**src/source/ibus_pkg.sv**
```systemverilog
// Instruction bus definitions
package ibus_pkg;

  // Address and data widths of the instruction bus
  localparam int ADDR_W = 32;
  localparam int DATA_W = 32;

  // Requests that may be in flight at once
  // The response buffer has the same depth, so a granted word always has a slot
  localparam int MAX_OUTSTANDING = 2;

  // Counters must hold the value MAX_OUTSTANDING itself
  localparam int CNT_W = $clog2(MAX_OUTSTANDING + 1);
  // Buffer pointers wrap naturally since the depth is a power of two
  localparam int PTR_W = $clog2(MAX_OUTSTANDING);

  typedef logic [ADDR_W-1:0] addr_t;
  typedef logic [DATA_W-1:0] data_t;
  typedef logic [CNT_W-1:0]  cnt_t;

endpackage

```
**src/source/fetch_pkg.sv**
```systemverilog
// Fetch pipeline types
package fetch_pkg;

  //////////////////////////////
  // Types
  //////////////////////////////

  // Privilege level, encoded as in the machine status register
  typedef enum logic [1:0] {
    PRIV_LVL_U = 2'b00,
    PRIV_LVL_M = 2'b11
  } privlvl_t;

  // Command from the controller FSM
  // A redirect is kill_if together with branch
  typedef struct packed {
    logic            halt_if;
    logic            kill_if;
    logic            branch;
    ibus_pkg::addr_t branch_addr;
    privlvl_t        branch_priv;
  } ctrl_fsm_t;

  // Pipeline register between fetch and decode
  typedef struct packed {
    logic            instr_valid;
    ibus_pkg::data_t instr;
    ibus_pkg::addr_t pc;
    privlvl_t        priv_lvl;
    logic            dummy;
  } if_id_pipe_t;

  //////////////////////////////
  // Constants
  //////////////////////////////

  // First fetch address after reset
  localparam ibus_pkg::addr_t BOOT_ADDR = 32'h0000_0080;

  // Real instructions passed on between two dummies
  localparam int DUMMY_INTERVAL = 4;
  // Wide enough to hold DUMMY_INTERVAL, where the counter saturates
  localparam int DUMMY_CNT_W = $clog2(DUMMY_INTERVAL + 1);

  // A dummy is issued as the canonical NOP (addi x0, x0, 0)
  localparam ibus_pkg::data_t DUMMY_INSTR = 32'h0000_0013;

endpackage

```
**src/source/prefetch_resp_if.sv**
```systemverilog
// Prefetch response channel
interface prefetch_resp_if;

  // The head of the response buffer is offered while valid is high
  // A word moves when valid and ready are both high at a clock edge
  logic                valid;
  logic                ready;
  ibus_pkg::data_t     instr;
  ibus_pkg::addr_t     pc;
  fetch_pkg::privlvl_t priv_lvl;

  // Prefetcher side
  modport source (
    output valid,
    output instr,
    output pc,
    output priv_lvl,
    input  ready
  );

  // Fetch stage side
  modport sink (
    input  valid,
    input  instr,
    input  pc,
    input  priv_lvl,
    output ready
  );

endinterface

```
**src/source/fetch_front.sv**
```systemverilog
// Instruction fetch front end
module fetch_front (
  input  logic                clk,
  input  logic                rst_n,
  // Instruction bus
  output logic                ibus_req_o,
  output ibus_pkg::addr_t     ibus_addr_o,
  input  logic                ibus_gnt_i,
  input  logic                ibus_rvalid_i,
  input  ibus_pkg::data_t     ibus_rdata_i,
  // Controller
  input  logic                halt_if_i,
  input  logic                kill_if_i,
  input  logic                branch_i,
  input  ibus_pkg::addr_t     branch_addr_i,
  input  fetch_pkg::privlvl_t branch_priv_i,
  input  logic                dummy_en_i,
  // Decode side
  input  logic                id_ready_i,
  output logic                if_valid_o,
  output ibus_pkg::data_t     if_instr_o,
  output ibus_pkg::addr_t     if_pc_o,
  output fetch_pkg::privlvl_t if_priv_o,
  output logic                if_dummy_o
);

  fetch_pkg::ctrl_fsm_t   ctrl;
  fetch_pkg::if_id_pipe_t if_id_pipe;

  // Buffered words from prefetcher to fetch stage
  prefetch_resp_if resp_if ();

  // Controller command, shared by both halves
  assign ctrl.halt_if     = halt_if_i;
  assign ctrl.kill_if     = kill_if_i;
  assign ctrl.branch      = branch_i;
  assign ctrl.branch_addr = branch_addr_i;
  assign ctrl.branch_priv = branch_priv_i;

  prefetcher prefetcher_i (
    .clk           (clk),
    .rst_n         (rst_n),
    .ctrl_i        (ctrl),
    .ibus_req_o    (ibus_req_o),
    .ibus_addr_o   (ibus_addr_o),
    .ibus_gnt_i    (ibus_gnt_i),
    .ibus_rvalid_i (ibus_rvalid_i),
    .ibus_rdata_i  (ibus_rdata_i),
    .resp          (resp_if.source)
  );

  fetch_stage fetch_stage_i (
    .clk          (clk),
    .rst_n        (rst_n),
    .ctrl_i       (ctrl),
    .dummy_en_i   (dummy_en_i),
    .resp         (resp_if.sink),
    .id_ready_i   (id_ready_i),
    .if_id_pipe_o (if_id_pipe)
  );

  assign if_valid_o = if_id_pipe.instr_valid;
  assign if_instr_o = if_id_pipe.instr;
  assign if_pc_o    = if_id_pipe.pc;
  assign if_priv_o  = if_id_pipe.priv_lvl;
  assign if_dummy_o = if_id_pipe.dummy;

endmodule

```
**src/source/fetch_stage.sv**
```systemverilog
// Fetch stage
module fetch_stage (
  input  logic                   clk,
  input  logic                   rst_n,
  input  fetch_pkg::ctrl_fsm_t   ctrl_i,
  input  logic                   dummy_en_i,
  prefetch_resp_if.sink          resp,
  input  logic                   id_ready_i,
  output fetch_pkg::if_id_pipe_t if_id_pipe_o
);

  logic                              if_ready;
  logic                              if_valid;
  logic                              pipe_free;
  logic                              dummy_insert;
  logic                              load;
  // Real instructions passed on since the last dummy, saturating
  logic [fetch_pkg::DUMMY_CNT_W-1:0] dummy_cnt_q;

  // Pipe register, valid is control and the rest is payload
  logic                              pipe_valid_q;
  ibus_pkg::data_t                   pipe_instr_q;
  ibus_pkg::addr_t                   pipe_pc_q;
  fetch_pkg::privlvl_t               pipe_priv_q;
  logic                              pipe_dummy_q;

  //////////////////////////////
  // Handshake
  //////////////////////////////

  // The pipe register can take a word if it is empty or being read this cycle
  assign pipe_free = !pipe_valid_q || id_ready_i;

  // Kill drains the buffer, halt freezes it
  assign if_ready = ctrl_i.kill_if || (!ctrl_i.halt_if && pipe_free);
  assign if_valid = resp.valid && !ctrl_i.halt_if && !ctrl_i.kill_if;
  assign load     = if_valid && if_ready;

  // A dummy takes the slot of the waiting word, which stays in the buffer
  assign dummy_insert = dummy_en_i && (dummy_cnt_q == fetch_pkg::DUMMY_INTERVAL) && load;

  assign resp.ready = if_ready && !dummy_insert;

  //////////////////////////////
  // Pipe register
  //////////////////////////////

  always_ff @(posedge clk or negedge rst_n) begin
    if (!rst_n) begin
      pipe_valid_q <= 1'b0;
      dummy_cnt_q  <= '0;
    end else begin
      if (ctrl_i.kill_if) begin
        pipe_valid_q <= 1'b0;
      end else if (load) begin
        pipe_valid_q <= 1'b1;
      end else if (id_ready_i) begin
        pipe_valid_q <= 1'b0;
      end
      // With dummies disabled the count rests at the interval
      if (dummy_insert) begin
        dummy_cnt_q <= '0;
      end else if (load && (dummy_cnt_q < fetch_pkg::DUMMY_INTERVAL)) begin
        dummy_cnt_q <= dummy_cnt_q + 1'b1;
      end
    end
  end

  // A dummy carries the pc and level of the word it was placed before
  always_ff @(posedge clk) begin
    if (load) begin
      pipe_instr_q <= dummy_insert ? fetch_pkg::DUMMY_INSTR : resp.instr;
      pipe_pc_q    <= resp.pc;
      pipe_priv_q  <= resp.priv_lvl;
      pipe_dummy_q <= dummy_insert;
    end
  end

  assign if_id_pipe_o.instr_valid = pipe_valid_q;
  assign if_id_pipe_o.instr       = pipe_instr_q;
  assign if_id_pipe_o.pc          = pipe_pc_q;
  assign if_id_pipe_o.priv_lvl    = pipe_priv_q;
  assign if_id_pipe_o.dummy       = pipe_dummy_q;

  fetch_stage_checks checks_i (
    .clk            (clk),
    .rst_n          (rst_n),
    .if_ready_i     (if_ready),
    .if_valid_i     (if_valid),
    .pc_if_i        (resp.pc),
    .resp_valid_i   (resp.valid),
    .ctrl_i         (ctrl_i),
    .resp_priv_i    (resp.priv_lvl),
    .dummy_insert_i (dummy_insert),
    .if_id_pipe_i   (if_id_pipe_o)
  );

endmodule

```
**src/source/fetch_stage_checks.sv**
```systemverilog
// Fetch stage checks
module fetch_stage_checks (
  input  logic                   clk,
  input  logic                   rst_n,
  input  logic                   if_ready_i,
  input  logic                   if_valid_i,
  input  ibus_pkg::addr_t        pc_if_i,
  input  logic                   resp_valid_i,
  input  fetch_pkg::ctrl_fsm_t   ctrl_i,
  input  fetch_pkg::privlvl_t    resp_priv_i,
  input  logic                   dummy_insert_i,
  input  fetch_pkg::if_id_pipe_t if_id_pipe_i
);

  // Set when an offered word shows a new level, cleared once decode sees a word
  logic                priv_lvl_change_q;
  // Level of the last word offered by the buffer
  fetch_pkg::privlvl_t new_priv_lvl_q;

  // Only valid words count, an empty buffer shows stale contents
  always_ff @(posedge clk or negedge rst_n) begin
    if (!rst_n) begin
      priv_lvl_change_q <= 1'b0;
      new_priv_lvl_q    <= fetch_pkg::PRIV_LVL_M;
    end else begin
      if (if_id_pipe_i.instr_valid) begin
        priv_lvl_change_q <= 1'b0;
      end
      if (resp_valid_i) begin
        new_priv_lvl_q <= resp_priv_i;
        if (resp_priv_i != new_priv_lvl_q) begin
          priv_lvl_change_q <= 1'b1;
        end
      end
    end
  end

  a_halt :
    assert property (@(posedge clk) disable iff (!rst_n)
                     ctrl_i.halt_if && !ctrl_i.kill_if |-> !if_ready_i && !if_valid_i)
      else $error("fetch_stage: halt must block ready and valid");

  a_kill :
    assert property (@(posedge clk) disable iff (!rst_n)
                     ctrl_i.kill_if |-> if_ready_i && !if_valid_i)
      else $error("fetch_stage: kill must force ready and block valid");

  // The first word to reach decode after a level change carries the new level
  a_priv_lvl_change :
    assert property (@(posedge clk) disable iff (!rst_n)
                     priv_lvl_change_q && if_id_pipe_i.instr_valid
                     |-> (if_id_pipe_i.priv_lvl == new_priv_lvl_q))
      else $error("fetch_stage: wrong privilege level passed to decode");

  // The buffer head must survive a dummy so the real word follows it
  a_no_pop_on_dummy :
    assert property (@(posedge clk) disable iff (!rst_n)
                     dummy_insert_i && resp_valid_i && !ctrl_i.kill_if
                     |=> ctrl_i.kill_if || (pc_if_i == $past(pc_if_i)))
      else $error("fetch_stage: buffer popped during dummy");

  a_no_back_to_back_dummy :
    assert property (@(posedge clk) disable iff (!rst_n)
                     dummy_insert_i |=> !dummy_insert_i)
      else $error("fetch_stage: dummy inserted two cycles in a row");

endmodule

```
**src/source/prefetcher.sv**
```systemverilog
// Instruction prefetcher
module prefetcher (
  input  logic                 clk,
  input  logic                 rst_n,
  input  fetch_pkg::ctrl_fsm_t ctrl_i,
  output logic                 ibus_req_o,
  output ibus_pkg::addr_t      ibus_addr_o,
  input  logic                 ibus_gnt_i,
  input  logic                 ibus_rvalid_i,
  input  ibus_pkg::data_t      ibus_rdata_i,
  prefetch_resp_if.source      resp
);

  // Fetch starts one clock after reset is released
  logic                       fetch_en_q;
  // Next address to request, and the pc of the next response that is kept
  ibus_pkg::addr_t            fetch_addr_q;
  ibus_pkg::addr_t            fetch_addr_d;
  ibus_pkg::addr_t            resp_pc_q;
  // Privilege level given to every word requested from now on
  fetch_pkg::privlvl_t        priv_q;
  // All requests on the bus, and how many of the oldest ones are stale
  ibus_pkg::cnt_t             out_cnt_q;
  ibus_pkg::cnt_t             out_cnt_d;
  ibus_pkg::cnt_t             drop_cnt_q;
  ibus_pkg::cnt_t             buf_cnt_q;
  logic [ibus_pkg::PTR_W-1:0] wr_ptr_q;
  logic [ibus_pkg::PTR_W-1:0] rd_ptr_q;
  ibus_pkg::data_t            buf_instr_q [ibus_pkg::MAX_OUTSTANDING];
  ibus_pkg::addr_t            buf_pc_q    [ibus_pkg::MAX_OUTSTANDING];
  fetch_pkg::privlvl_t        buf_priv_q  [ibus_pkg::MAX_OUTSTANDING];
  logic                       redirect;
  logic                       gnt_ok;
  logic                       resp_keep;
  logic                       pop;

  //////////////////////////////
  // Bus request side
  //////////////////////////////

  assign redirect = ctrl_i.kill_if && ctrl_i.branch;

  // Words on the bus plus words buffered may never exceed the buffer depth
  assign ibus_req_o  = fetch_en_q && ((out_cnt_q + buf_cnt_q) < ibus_pkg::MAX_OUTSTANDING);
  assign ibus_addr_o = fetch_addr_q;
  assign gnt_ok      = ibus_req_o && ibus_gnt_i;

  // A grant in the kill cycle still goes out on the old path and is dropped later
  assign fetch_addr_d = redirect ? ctrl_i.branch_addr :
                        gnt_ok   ? fetch_addr_q + 32'd4 : fetch_addr_q;

  assign out_cnt_d = out_cnt_q + ibus_pkg::cnt_t'(gnt_ok) - ibus_pkg::cnt_t'(ibus_rvalid_i);

  // Responses owed to requests from before a kill are thrown away on arrival
  assign resp_keep = ibus_rvalid_i && (drop_cnt_q == '0) && !ctrl_i.kill_if;

  always_ff @(posedge clk or negedge rst_n) begin
    if (!rst_n) begin
      fetch_en_q   <= 1'b0;
      fetch_addr_q <= fetch_pkg::BOOT_ADDR;
      resp_pc_q    <= fetch_pkg::BOOT_ADDR;
      priv_q       <= fetch_pkg::PRIV_LVL_M;
      out_cnt_q    <= '0;
      drop_cnt_q   <= '0;
    end else begin
      fetch_en_q   <= 1'b1;
      fetch_addr_q <= fetch_addr_d;
      out_cnt_q    <= out_cnt_d;
      if (ctrl_i.kill_if) begin
        // Everything still on the bus after this edge belongs to the old path
        resp_pc_q  <= fetch_addr_d;
        drop_cnt_q <= out_cnt_d;
      end else begin
        if (resp_keep) begin
          resp_pc_q <= resp_pc_q + 32'd4;
        end
        if (ibus_rvalid_i && (drop_cnt_q != '0)) begin
          drop_cnt_q <= drop_cnt_q - 1'b1;
        end
      end
      if (redirect) begin
        priv_q <= ctrl_i.branch_priv;
      end
    end
  end

  //////////////////////////////
  // Response buffer
  //////////////////////////////

  assign pop = resp.valid && resp.ready;

  always_ff @(posedge clk or negedge rst_n) begin
    if (!rst_n) begin
      buf_cnt_q <= '0;
      wr_ptr_q  <= '0;
      rd_ptr_q  <= '0;
    end else if (ctrl_i.kill_if) begin
      // The word handed over in this cycle is discarded by the fetch stage
      buf_cnt_q <= '0;
      wr_ptr_q  <= '0;
      rd_ptr_q  <= '0;
    end else begin
      buf_cnt_q <= buf_cnt_q + ibus_pkg::cnt_t'(resp_keep) - ibus_pkg::cnt_t'(pop);
      if (resp_keep) begin
        wr_ptr_q <= wr_ptr_q + 1'b1;
      end
      if (pop) begin
        rd_ptr_q <= rd_ptr_q + 1'b1;
      end
    end
  end

  always_ff @(posedge clk) begin
    if (resp_keep) begin
      buf_instr_q[wr_ptr_q] <= ibus_rdata_i;
      buf_pc_q[wr_ptr_q]    <= resp_pc_q;
      buf_priv_q[wr_ptr_q]  <= priv_q;
    end
  end

  assign resp.valid    = (buf_cnt_q != '0);
  assign resp.instr    = buf_instr_q[rd_ptr_q];
  assign resp.pc       = buf_pc_q[rd_ptr_q];
  assign resp.priv_lvl = buf_priv_q[rd_ptr_q];

  // Branch targets come from the controller, so alignment is checked at the bus
  a_addr_aligned :
    assert property (@(posedge clk) disable iff (!rst_n)
                     ibus_req_o |-> (ibus_addr_o[1:0] == 2'b00))
      else $error("prefetcher: unaligned fetch address");

  // A response without a request or a grant past the limit overflows this sum
  a_outstanding_limit :
    assert property (@(posedge clk) disable iff (!rst_n)
                     (out_cnt_q + buf_cnt_q) <= ibus_pkg::MAX_OUTSTANDING)
      else $error("prefetcher: too many requests outstanding");

  // A pending request keeps its address until granted, unless the path is killed
  a_addr_stable :
    assert property (@(posedge clk) disable iff (!rst_n)
                     ibus_req_o && !ibus_gnt_i && !ctrl_i.kill_if
                     |=> ibus_req_o && $stable(ibus_addr_o))
      else $error("prefetcher: request changed while waiting for grant");

endmodule
```
**config.mk**
```make
export PLATFORM = sky130hd
export DESIGN_NAME = fetch_front
export DESIGN_NICKNAME = d
export VERILOG_FILES = /design/src/source/ibus_pkg.sv /design/src/source/fetch_pkg.sv /design/src/source/prefetch_resp_if.sv /design/src/source/fetch_front.sv /design/src/source/fetch_stage.sv /design/src/source/fetch_stage_checks.sv /design/src/source/prefetcher.sv
export SDC_FILE = /design/constraint.sdc
export NUM_CORES = 1
export LEC_CHECK = 0
export BUFFER_PORTS_ARGS = -buffer_cell sky130_fd_sc_hd__buf_4
export CAP_MARGIN = 40
export CORE_MARGIN = 3
export CORE_UTILIZATION = 35
export DETAILED_ROUTE_END_ITERATION = 16
export PLACE_DENSITY = 0.62
export SLEW_MARGIN = 10
export SYNTH_ARGS = -nofsm -noshare
export SYNTH_HDL_FRONTEND = slang
export SYNTH_SLANG_ARGS = --single-unit
```
**constraint.sdc**
```tcl
create_clock -name clk -period 8.2 [get_ports clk]
set_input_delay 1.64 -clock clk [delete_from_list [all_inputs] [get_ports clk]]
set_output_delay 1.64 -clock clk [all_outputs]
set_load 0.01 [all_outputs]
```
-- Yosys cells after proc, flatten, opt, wreduce, memory -nomap -nowiden
Memories as Yosys holds them, arrays and structs flattened. A register that Yosys moved wholly into a read port is not among the register bits.
Cells that the tools add are included.
- $add $sub $neg: 11
- order comparisons: 2
- equality and inequality tests: 1
- mux-type cells: 18
- reductions and logical operators: 29
- operators by type and width (kind ; count):
    $mux 32 ; 4
    $add 32x3->32 const B ; 2
    $lt 32x2->1 const B ; 1
    $logic_and 1x1->1 ; 15
    $reduce_bool 2->1 ; 6
    $mux 1 ; 9
    $mux 2 ; 3
    $mux 3 ; 2
    $add 2x1->2 ; 2
    $logic_not 1->1 ; 4
    $sub 2x1->2 ; 2
    $add 2x2->3 ; 1
    $add 3x1->3 const B ; 1
    $eq 3x3->1 const B ; 1
    $lt 3x3->1 const B ; 1
    $reduce_bool 3->1 ; 1
    $add 1x1->1 const B ; 2
    $logic_not 2->1 ; 1
    $logic_or 1x1->1 ; 2
    $sub 2x1->2 const B ; 1
- bits in registers: 80
- bits in writable memories: 132
- output and inout bits: 101
- word-level logic and storage cells: 76
- memories: 3
- memories (memory ; depth ; width ; read ports ; clocked after Yosys merged registers in ; wr ports ; RTL line ; RTL):
    prefetcher_i.buf_instr_q ; 2 ; 32 ; 1 ; 1 ; 1 ; prefetcher.sv:29 ; ibus_pkg::data_t buf_instr_q [ibus_pkg::MAX_OUTSTANDING];
    prefetcher_i.buf_pc_q ; 2 ; 32 ; 1 ; 1 ; 1 ; prefetcher.sv:30 ; ibus_pkg::addr_t buf_pc_q [ibus_pkg::MAX_OUTSTANDING];
    prefetcher_i.buf_priv_q ; 2 ; 2 ; 1 ; 1 ; 1 ; prefetcher.sv:31 ; fetch_pkg::privlvl_t buf_priv_q [ibus_pkg::MAX_OUTSTANDING];

-- Logic depth before layout (Yosys ltp)
Gate-level depths: netlist of the first run.
- depth after elaboration: 11
- depth in mapped cells: 11
- mapped depth without buffers: 11

-- Modules after synthesis
Synthesis of the first run repeated with hierarchy kept, for this count alone.
- cells, all modules: 816
- area, all modules: 11604.9 µm²
- modules (own cells, without submodules) (module ; instances ; cells each ; area each (µm²)):
    prefetcher ; 1 ; 685 ; 9075.0
    fetch_stage ; 1 ; 131 ; 2529.9

-- Least setup slack after synthesis of the first run
OpenSTA, ideal clock, no wires.
- path type: in2reg
- from: input kill_if_i
- to: memory prefetcher_i.buf_instr_q[0][0] in the netlist's numbering (enable)
- library setup time: 0.572 ns
- arrival time: 6.567 ns
- required time: 7.628 ns
- path slack: 1.062 ns
- stages on the path: 3
- path buffers: 2
- path through: clkbuf_1 buf_1 nor3_1
- word-level cells in the longest chain between the ends: 4
- RTL lines (element ; RTL line ; RTL):
    start: declaration ; fetch_front.sv:13 ; input logic kill_if_i,
    $logic_not 1->1 ; prefetcher.sv:55 ; assign resp_keep = ibus_rvalid_i && (drop_cnt_q == '0) && !ctrl_i.kill_if;
    $logic_and 1x1->1 ; prefetcher.sv:55 ;
    $mux 1 ; prefetcher.sv:115 ; if (resp_keep) begin
    $mux 1 (not written as such) ; prefetcher.sv:116 ; buf_instr_q[wr_ptr_q] <= ibus_rdata_i;
    end: declaration ; prefetcher.sv:29 ;
Every way passes these cells.

-- Worst setup path in the final report of the first run
- from: register prefetcher_i.buf_cnt_q[0]
- to: output ibus_req_o
- word-level cells in the longest chain between the ends: 3
- RTL lines (element ; RTL line ; RTL):
    start: declaration ; prefetcher.sv:26 ; ibus_pkg::cnt_t buf_cnt_q;
    start signal: assignment ; prefetcher.sv:104 ; buf_cnt_q <= buf_cnt_q + ibus_pkg::cnt_t'(resp_keep) - ibus_pkg::cnt_t'(pop);
    $add 2x2->3 ; prefetcher.sv:44 ; assign ibus_req_o = fetch_en_q && ((out_cnt_q + buf_cnt_q) < ibus_pkg::MAX_OUTSTANDING);
    $lt 32x2->1 ; prefetcher.sv:44 ;
    $logic_and 1x1->1 ; prefetcher.sv:44 ;
    end: declaration ; fetch_front.sv:6 ; output logic ibus_req_o,
Every way passes these cells.

==> results of run 1 <==
[registers in the layout, summed over array words and instances (netlist names)]
register	flops
prefetcher_i.buf_instr_q	64
prefetcher_i.buf_pc_q	64
fetch_stage_i.pipe_instr_q	32
fetch_stage_i.pipe_pc_q	32
prefetcher_i.ibus_addr_o	32
prefetcher_i.resp_pc_q	32
prefetcher_i.buf_priv_q	4
fetch_stage_i.dummy_cnt_q	3
fetch_stage_i.pipe_priv_q	2
prefetcher_i.buf_cnt_q	2
prefetcher_i.drop_cnt_q	2
prefetcher_i.out_cnt_q	2
prefetcher_i.priv_q	2
fetch_stage_i.pipe_dummy_q	1
fetch_stage_i.pipe_valid_q	1
prefetcher_i.fetch_en_q	1
prefetcher_i.rd_ptr_q	1
prefetcher_i.wr_ptr_q	1
[per-stage QoR]
| step | worst slack, ps | power [mW] | utilization [%] | cell area, µm² |
|---|---|---|---|---|
| finish | 4590 | 4.13 | 45.4 | 14500 |
| global route | 4480 | 4.34 | 45.4 | 14500 |
| CTS | 4560 | 4.18 | 45.4 | 14500 |
| detailed placement | 4080 | 2.71 | 42.0 | 13400 |
| global placement | 4090 | 2.68 | 41.6 | 13300 |
| floorplan | 1060 | 2.40 | - | 11600 |
[cells in the mapped netlist (4+ instances only)]
cell type and instances:
a21oi_1 29, a31oi_1 5, and3_1 9, buf_1 8, clkbuf_1 22, dfrtp_1 75
dfstp_2 4, edfxtp_1 199, ha_1 9, inv_1 17, mux2_2 42, mux2i_1 38
nand2_1 60, nand2b_1 5, nand3_1 19, nand4_1 20, nor2_1 100, nor2b_1 6
nor3_1 10, nor4_1 20, o211ai_1 9, o21ai_0 18, o22ai_1 10, o31ai_1 5
or4_1 4, xnor2_1 29, xor2_1 19
[per-layer routing]
| layer | global-route usage, % | vias to the layer above | share of wire (%) |
|---|---|---|---|
| met4 | 3.67 | 0 | 2.3 |
| met1 | 21.5 | 3511 | 48 |
| met3 | 2.67 | 44 | 6.2 |
| met2 | 22.4 | 266 | 44 |
| met5 | 0 | - | 0 |
| li1 | - | 3495 | - |
[layout make-up]
| cell class | instances | area [µm²] | share of cell area, % |
|---|---|---|---|
| multi-input cells | 511 | 3420 | 23.5 |
| clock inverters | 17 | 250 | 1.72 |
| inverters | 18 | 67.6 | 0.465 |
| repair buffers | 185 | 1450 | 10.0 |
| well taps | 435 | 544 | 3.74 |
| flip-flops and latches | 278 | 7960 | 54.7 |
| clock buffers | 41 | 843 | 5.80 |
[worst register-to-register path: stages (launching register included)]
cell       delay [ps]
dfrtp_1           390
inv_1             110
nor2_1             70
fa_1              500
nand4bb_1         510
clkinv_1          320
nand4_1           420
nor4_1            460
xnor2_1           200
o211ai_1          140
[path summary, 6_finish.rpt]
check | slack (ps) | start | cells after the start | endpoint
max | 4590 | prefetcher_i.buf_cnt_q[0]$_DFF_PN0_ | 5 | ibus_req_o
min | 480 | prefetcher_i.resp_pc_q[0]$_DFFE_PN0P_ | 0 | prefetcher_i.buf_pc_q[1][0]$_DFFE_PP_
max reg2reg | 4940 | prefetcher_i.buf_cnt_q[0]$_DFF_PN0_ | 9 | prefetcher_i.resp_pc_q[19]$_DFFE_PN0N_
min reg2reg | 480 | prefetcher_i.resp_pc_q[0]$_DFFE_PN0P_ | 0 | prefetcher_i.buf_pc_q[1][0]$_DFFE_PP_
max in group asynchronous | 6430 | rst_n | 3 | prefetcher_i.priv_q[1]$_DFFE_PN1P_
min in group asynchronous | 910 | rst_n | 1 | prefetcher_i.ibus_addr_o[27]$_DFF_PN0_
[report_power, final]
group / switching [mW] / internal, mW / leakage (nW)
Combinational: 0.390 / 0.365 / 2.12
Sequential: 0.172 / 1.74 / 2.73
Clock: 0.549 / 0.911 / 0.531
[cells by family (layout without fill, tap and decap cells)]
kind of cell	count (synthesis)	count (layout)	share of synthesized area [%]
xor gates and xnor gates	48	48	3.63
DFF	278	278	68.7
adders and majority gates	10	10	1.15
muxes	80	80	7.37
and+or+nand+nor	279	279	12.2
AOI/OAI and AO/OA	93	93	5.08
other	1	1	0.0324
buffers and inverters	52	261	1.86
==> results.tsv, run 1 <==
stage	metric	value	unit
critical_path	path_class	flop to output port	
logic_synthesis	synth_edf_count	199	
critical_path	cpMaxStageDelayCell	fa_1	
clock_tree	root_buffer	clkbuf_16	
timing	fin_skew	15.5	ps
routing	postRouteAntennaNets	0	
logic_synthesis	synth_flop_cell	edfxtp_1	
final_layout	diodes	0	
logic_synthesis	syn_nets	926	
die	die-area	35300	µm²
clock_tree	cts_tree	yes	
run_status	outcome	finished clean	
critical_path	cp_data_required_time	6560	ps
critical_path	worst_path_largest_cell_delay	500	ps
routing	vias	7316	
critical_path	crit_fanout	3	
logic_synthesis	synthCells	841	
logic_synthesis	yosys_warnings	0	
logic_synthesis	syn_avg_cell_area	13.8	µm²
clock_tree	postCtsHoldBufs	0	
timing	min_period	3610	ps
timing	tightest_slew	842	ps
placement	dp.cells	1427	
global_route	grt_pass1_vias	7300	
global_route	gr-total-overflow	0	
pwr	power.leakage	5.38	nW
timing	hold_ws	477	ps
logic_synthesis	async_reset_ff_share	28.4	%
clock_tree	insertion_delay	550	ps
routing	vias_per_cell	4.93	
timing	grt_setup_unrepaired	no	
timing	hold_viol	0	
final_layout	drive_above_1_share	28.7	%
critical_path	cp.arrival	1970	ps
timing	relSlewSlack	43.7	%
logic_synthesis	synth_cell_type_count	59	
die	initial_core_util	36.1	%
clock_tree	cts_setup_buffers	0	
final_layout	layout_commonest_cell	edfxtp_1	
final_layout	area_growth	25.6	%
pwr	pwr_density_cell	284	nW/µm²
routing	drc	0	
placement	port_buffers	175	
final_layout	finalNonFillerCells	1485	
die	fp.dieH	188	µm
logic_synthesis	ys_top_cells_by_area	edfxtp_1 (52%), dfrtp_1 (16%), mux2_2 (4.1%)	
logic_synthesis	yosysTopAreaCell	edfxtp_1	
placement	dpl.hpwl	18000	µm
timing	fin_tns_setup	0	ps
critical_path	worstSetupStartpointType	flop	
die	die_w	188	µm
timing	setup_viol	0	
timing	fin_crit_sh	44.1	%
clock_tree	cts_resized	0	
critical_path	crit_buf_inv	2	
die	coreArea	32000	µm²
final_layout	final_cell_mix	edfxtp_1 (199), buf_4 (180), nor2_1 (99)	
routing	routedWlPerCell	17.5	µm
global_route	antenna_found_initial	0	
timing	max_freq	277	MHz
logic_synthesis	ys_seq_area_share	68.7	%
clock_tree	cts_buffers	31	
die	boundaryPins	176	
final_layout	nets	1110	
logic_synthesis	synth_top_area_share	51.6	%
critical_path	worstSetupEndpointType	output port	
global_route	grt_max_degree	70	
timing	slew_violations	0	
critical_path	critPathTopFamily	adder cells	
critical_path	cp_cell_sequence	inv_1 > nor2_1 > fa_1 > nor3b_1 > buf_4	
logic_synthesis	ys_ff_latch	278	
routing	routed_wl	26000	µm
pwr	ir_drop	171	µV
worst_hold_path	hold_class	flop to flop	
routing	drtIter0Drc	519	
logic_synthesis	netlist_area	11600	µm²
final_layout	fillCellCount	2936	
job	max_cap_violations	0	
die	rows	65	
global_route	grtUsageTotal	14.6	%
clock_tree	clock_sinks	278	
clock_tree	h-tree-depth	1	
global_route	grt_pass1_wl	41300	µm
clock_tree	clk_pin_slew	60	ps
placement	gp_congestion	0.867	
routing	drt_pass1_iterations	5	
clock_tree	ctsLongestPathBuffers	3	
No activity file was read; power rests on OpenSTA's default activity.
==> run 2, diff against run 1 <==
- PLACE_DENSITY: 0.62 -> 0.63
- clock period: 8.2 -> 3.1 ns (I/O delays scaled with it)
==> run 2 against run 1 <==
Compared with the run above:
- critical path depth unchanged
- hold slack got worse by 350 ps
- sequential power increased to 2.6 times the previous value
- setup slack got worse by 4200 ps
- non-clock buffer count increased by 16
- clock skew decreased by 8.6 ps
- global-route usage increased by 0.61 points
- sequential share of layout area increased by 0.13 points
- register-to-register slack got worse by 4500 ps
- clock-buffer cell count decreased by 7
- critical endpoint unchanged
- largest power group unchanged
==> results.tsv, run 2 (synthesis results as in run 1) <==
stage	metric	value	unit
critical_path	cp_cell_sequence	inv_1 > nor2_1 > fa_1 > nor3b_1 > buf_4	
die	initial_core_util	36.1	%
clock_tree	clock_sinks	278	
critical_path	cp_data_required_time	2480	ps
routing	routed_wl	27200	µm
timing	min_period	2700	ps
global_route	grt_max_degree	67	
routing	drtIter0Drc	439	
final_layout	multi_input_area	3420	µm²
final_layout	fillCellCount	2946	
placement	port_buffers	175	
routing	vias	7346	
global_route	grt_pass1_wl	43100	µm
timing	slew_violations	0	
die	boundaryPins	176	
routing	vias_per_cell	4.91	
run_status	outcome	finished clean	
timing	relSlewSlack	52.0	%
routing	postRouteAntennaNets	0	
critical_path	worstSetupEndpointType	output port	
critical_path	worst_path_largest_cell_delay	450	ps
timing	grt_setup_unrepaired	no	
global_route	grtUsageTotal	15.2	%
timing	hold_viol	0	
clock_tree	postCtsHoldBufs	0	
routing	routedWlPerCell	18.1	µm
placement	gp_congestion	0.861	
die	die_w	188	µm
pwr	power.leakage	5.38	nW
pwr	ir_drop	513	µV
timing	fin_tns_setup	0	ps
placement	dpl.hpwl	19000	µm
clock_tree	cts_resized	0	
timing	fin_skew	6.82	ps
clock_tree	cts_buffers	29	
clock_tree	cts_setup_buffers	0	
global_route	antenna_found_initial	0	
clock_tree	h-tree-depth	1	
final_layout	nets	1124	
clock_tree	clk_pin_slew	60	ps
timing	tightest_slew	715	ps
critical_path	worstSetupStartpointType	flop	
global_route	grt_pass1_vias	7511	
final_layout	drive_above_1_share	29.4	%
die	coreArea	32000	µm²
final_layout	diodes	0	
final_layout	area_growth	25.3	%
placement	dp.cells	1443	
timing	setup_viol	0	
pwr	pwr_density_cell	721	nW/µm²
final_layout	finalNonFillerCells	1497	
timing	max_freq	371	MHz
die	fp.dieH	188	µm
routing	drt_pass1_iterations	5	
clock_tree	cts_tree	yes	
timing	fin_crit_sh	87.0	%
routing	drc	0	
final_layout	layout_commonest_cell	edfxtp_1	
critical_path	crit_fanout	3	
die	rows	65	
clock_tree	root_buffer	clkbuf_16	
critical_path	cpMaxStageDelayCell	fa_1	
pwr	total_power	10.5	mW
clock_tree	ctsLongestPathBuffers	3	
final_layout	ff_latch_area	7960	µm²
worst_hold_path	hold_class	input port to async pin	
job	max_cap_violations	0	
critical_path	path_class	flop to output port	
clock_tree	insertion_delay	540	ps
critical_path	cp.arrival	2080	ps
final_layout	final_cell_mix	edfxtp_1 (199), buf_4 (195), nor2_1 (99)	
global_route	gr-total-overflow	0	
die	die-area	35300	µm²
final_layout	top_regs	prefetcher_i.buf_instr_q (64), prefetcher_i.buf_pc_q (64)	
==> run 2: cell count changes in the layout (fill, tap and decap cells not counted), moves of 3 or more <==
cell	change
clkinv_2	+3
clkbuf_1	-3
buf_4	+15
buf_12	+3
clkinv_1	+3
bufinv_16	-4
==> run 2: per-layer routing <==
layer	global-route usage, %	vias to the layer above	wire length, µm
li1	-	3526	-
met1	22.4	3565	13000
met2	23.4	226	12100
met3	3.07	29	1590
met4	3.26	0	483
met5	0	-	0
==> run 2: power by group <==
| group | internal (mW) | leakage, nW | switching, mW | total [mW] |
|---|---|---|---|---|
| sequential | 4.61 | 2.73 | 0.437 | 5.05 |
| combinational | 0.991 | 2.20 | 1.07 | 2.06 |
| clock | 1.91 | 0.456 | 1.43 | 3.34 |
| total | 7.51 | 5.38 | 2.94 | 10.5 |
==> run 2: area by class of cell <==
| type | instances | share of cell area (%) |
|---|---|---|
| inverter | 18 | 0.492 |
| clock buffer | 34 | 5.20 |
| tap | 435 | 3.75 |
| multi-input combinational | 511 | 23.6 |
| clock inverter | 20 | 1.15 |
| timing repair buffer | 201 | 10.9 |
| sequential | 278 | 54.9 |
==> run 2: worst paths after layout <==
kind	startpoint	end	slack [ps]	depth (start not counted)
max	prefetcher_i.buf_cnt_q[0]$_DFF_PN0_	ibus_req_o	400	5
min	rst_n	prefetcher_i.resp_pc_q[31]$_DFFE_PN0N_	120	1
max reg2reg	prefetcher_i.buf_cnt_q[0]$_DFF_PN0_	prefetcher_i.resp_pc_q[18]$_DFFE_PN0N_	460	9
min reg2reg	prefetcher_i.priv_q[0]$_DFFE_PN1P_	prefetcher_i.priv_q[0]$_DFFE_PN1P_	470	2
max in group asynchronous	rst_n	prefetcher_i.resp_pc_q[7]$_DFFE_PN1N_	2300	2
min in group clk	ibus_rdata_i[12]	prefetcher_i.buf_instr_q[1][12]$_DFFE_PP_	260	1
==> run 2: worst max-delay path: cells and delay by family, from the launching register on <==
| kind | cells | cell delay (ps) |
|---|---|---|
| AND/OR/NAND/NOR | 2 | 460 |
| adder cells (fa/ha/maj) | 1 | 450 |
| flip-flops | 1 | 370 |
| buffers and inverters | 2 | 260 |
==> run 2: stage by stage <==
stage	setup WS (ps)	utilization (%)	instance area, µm²	hold WS (ps)
CTS	392	45.3	14500	142
global placement	513	42.4	13600	451
finish	402	45.3	14500	123
floorplan	10.8	-	11600	324
global route	240	45.3	14500	173
detailed placement	478	42.4	13600	464
==> run 3, diff against run 2 <==
- BUFFER_PORTS_ARGS: -buffer_cell sky130_fd_sc_hd__buf_4 -> -buffer_cell sky130_fd_sc_hd__buf_2
- CAP_MARGIN: 40 -> 5
- CTS_BUF_LIST: unset -> sky130_fd_sc_hd__clkbuf_16
==> run 3 against run 2 <==
Compared with the run above:
- clock skew is 5.2 ps higher
- global-route usage shrank 0.13 points
- hold slack improved by 9.3 ps
- utilization down 0.92 points
- highest routed layer unchanged
- total power increased by 2.7%
- largest power group unchanged
==> results.tsv, run 3 (synthesis results as in run 1) <==
stage	metric	value	unit
run_status	outcome	finished clean	
critical_path	worstSetupStartpointType	flop	
placement	dp.cells	1445	
global_route	grtUsageTotal	15.1	%
timing	slew_violations	0	
placement	gp_congestion	0.858	
critical_path	cp.arrival	2070	ps
final_layout	utilization	44.3	%
timing	min_period	2690	ps
clock_tree	cts_buffers	31	
critical_path	worstSetupEndpointType	output port	
routing	routed_wl	26800	µm
critical_path	reg2reg_to	prefetcher_i.resp_pc_q[18]$_DFFE_PN0N_	
critical_path	r2r_setup_slack	460	ps
die	rows	65	
clock_tree	cts_tree	yes	
global_route	grt_max_degree	69	
die	boundaryPins	176	
worst_hold_path	hold_class	input port to async pin	
global_route	antenna_found_initial	1	
placement	port_buffers	175	
clock_tree	cts_resized	0	
final_layout	top_regs	prefetcher_i.buf_instr_q (64), prefetcher_i.buf_pc_q (64)	
pwr	switching_share	27.4	%
pwr	intPower	7.80	mW
global_route	gr-total-overflow	0	
pwr	ir_drop	470	µV
routing	drtIter0Drc	444	
final_layout	final_cell_mix	edfxtp_1 (199), buf_2 (174), nor2_1 (99)	
die	die_w	188	µm
routing	drc	0	
critical_path	ff2ff_path_depth	9	
global_route	grt_pass1_wl	42600	µm
die	initial_core_util	36.1	%
die	die-area	35300	µm²
final_layout	diodes	0	
routing	postRouteAntennaNets	0	
clock_tree	clock_sinks	278	
clock_tree	clk_pin_slew	60	ps
timing	fin_skew	12.0	ps
routing	vias_per_cell	4.88	
final_layout	layout_commonest_cell	edfxtp_1	
clock_tree	postCtsHoldBufs	0	
final_layout	nets	1128	
die	coreArea	32000	µm²
global_route	grt_pass1_vias	7359	
timing	relSlewSlack	45.3	%
timing	fin_crit_sh	86.7	%
pwr	power.leakage	5.31	nW
timing	setup_viol	0	
timing	tightest_slew	820	ps
timing	hold_ws	133	ps
final_layout	drive_above_1_share	29.2	%
timing	grt_setup_unrepaired	no	
clock_tree	root_buffer	clkbuf_16	
clock_tree	ctsLongestPathBuffers	3	
critical_path	cp_data_required_time	2480	ps
pwr	pwr_density_cell	756	nW/µm²
critical_path	crit_fanout	3	
routing	drt_pass1_iterations	4	
clock_tree	cts_setup_buffers	0	
placement	dpl.hpwl	18500	µm
job	max_cap_violations	0	
critical_path	path_class	flop to output port	
clock_tree	insertion_delay	550	ps
die	fp.dieH	188	µm
timing	max_freq	372	MHz
routing	routedWlPerCell	17.9	µm
timing	hold_viol	0	
critical_path	r2r_start	prefetcher_i.buf_cnt_q[0]$_DFF_PN0_	
final_layout	area_growth	22.7	%
routing	vias	7337	
pwr	p_clk_share	34.9	%
final_layout	finalNonFillerCells	1502	
pwr	power_switching	2.94	mW
clock_tree	h-tree-depth	1	
pwr	pwr-share-seq	47.0	%
timing	fin_tns_setup	0	ps
pwr	power_frac_comb	18.1	%
-- run 3: cell types whose count changed in the layout (fill, tap and decap cells not counted), moves of 3 or more --
cell,change
buf_2,+174
buf_4,-172
bufinv_16,+4
clkbuf_1,-4
clkinv_1,+5
clkinv_2,-3
clkinv_4,-3
inv_1,+4
-- run 3: how the worst max path moves through the flow --
stage / from / end / slack [ps] / cells past startpoint
floorplan: kill_if_i / prefetcher_i.buf_instr_q[0][0]$_DFFE_PP_ / 10 / 3
global placement: prefetcher_i.buf_cnt_q[0]$_DFF_PN0_ / prefetcher_i.resp_pc_q[29]$_DFFE_PN0N_ / 560 / 11
detailed placement: prefetcher_i.buf_cnt_q[0]$_DFF_PN0_ / prefetcher_i.resp_pc_q[18]$_DFFE_PN0N_ / 510 / 9
CTS: prefetcher_i.buf_cnt_q[0]$_DFF_PN0_ / ibus_req_o / 400 / 5
global route: prefetcher_i.buf_cnt_q[0]$_DFF_PN0_ / prefetcher_i.resp_pc_q[18]$_DFFE_PN0N_ / 230 / 9
finish: prefetcher_i.buf_cnt_q[0]$_DFF_PN0_ / ibus_req_o / 410 / 5
-- run 3: cell type report --
class / instances / area, µm²
Clock inverter: 26 / 270
Inverter: 18 / 71.3
Sequential cell: 278 / 7960
Multi-Input combinational cell: 511 / 3420
Tap cell: 435 / 544
Clock buffer: 31 / 776
Timing Repair Buffer: 203 / 1160
Fill cell: 2985 / 17800
-- run 3: layer usage --
layer,track usage (%),vias to the layer above,wire length (µm)
li1,-,3540,-
met1,23.0,3516,13100
met2,22.5,248,11600
met3,2.60,33,1750
met4,3.43,0,436
met5,0,-,0
-- run 3: worst max-delay path: stages (launching register included) --
cell	delay, ps
dfrtp_1	370
inv_1	80
nor2_1	130
fa_1	440
nor3b_1	310
buf_2	190
-- run 3: power groups by stage --
stage | registers [mW] | logic [mW] | clock network [mW]
final | 5.05 | 1.95 | 3.75
after global routing | 5.12 | 2.20 | 3.98
after CTS | 5.05 | 1.98 | 3.84
after detailed placement | 5.12 | 1.97 | 0
after global placement | 5.11 | 1.94 | 0
after floorplan | 5.03 | 1.31 | 0
-- run 3: metrics by stage --
step | instance area, µm² | power (mW) | setup WS [ps]
floorplan | 11600 | 6.33 | 10.8
global placement | 13200 | 7.05 | 556
detailed placement | 13200 | 7.09 | 510
CTS | 14200 | 10.9 | 396
global route | 14200 | 11.3 | 230
finish | 14200 | 10.7 | 412
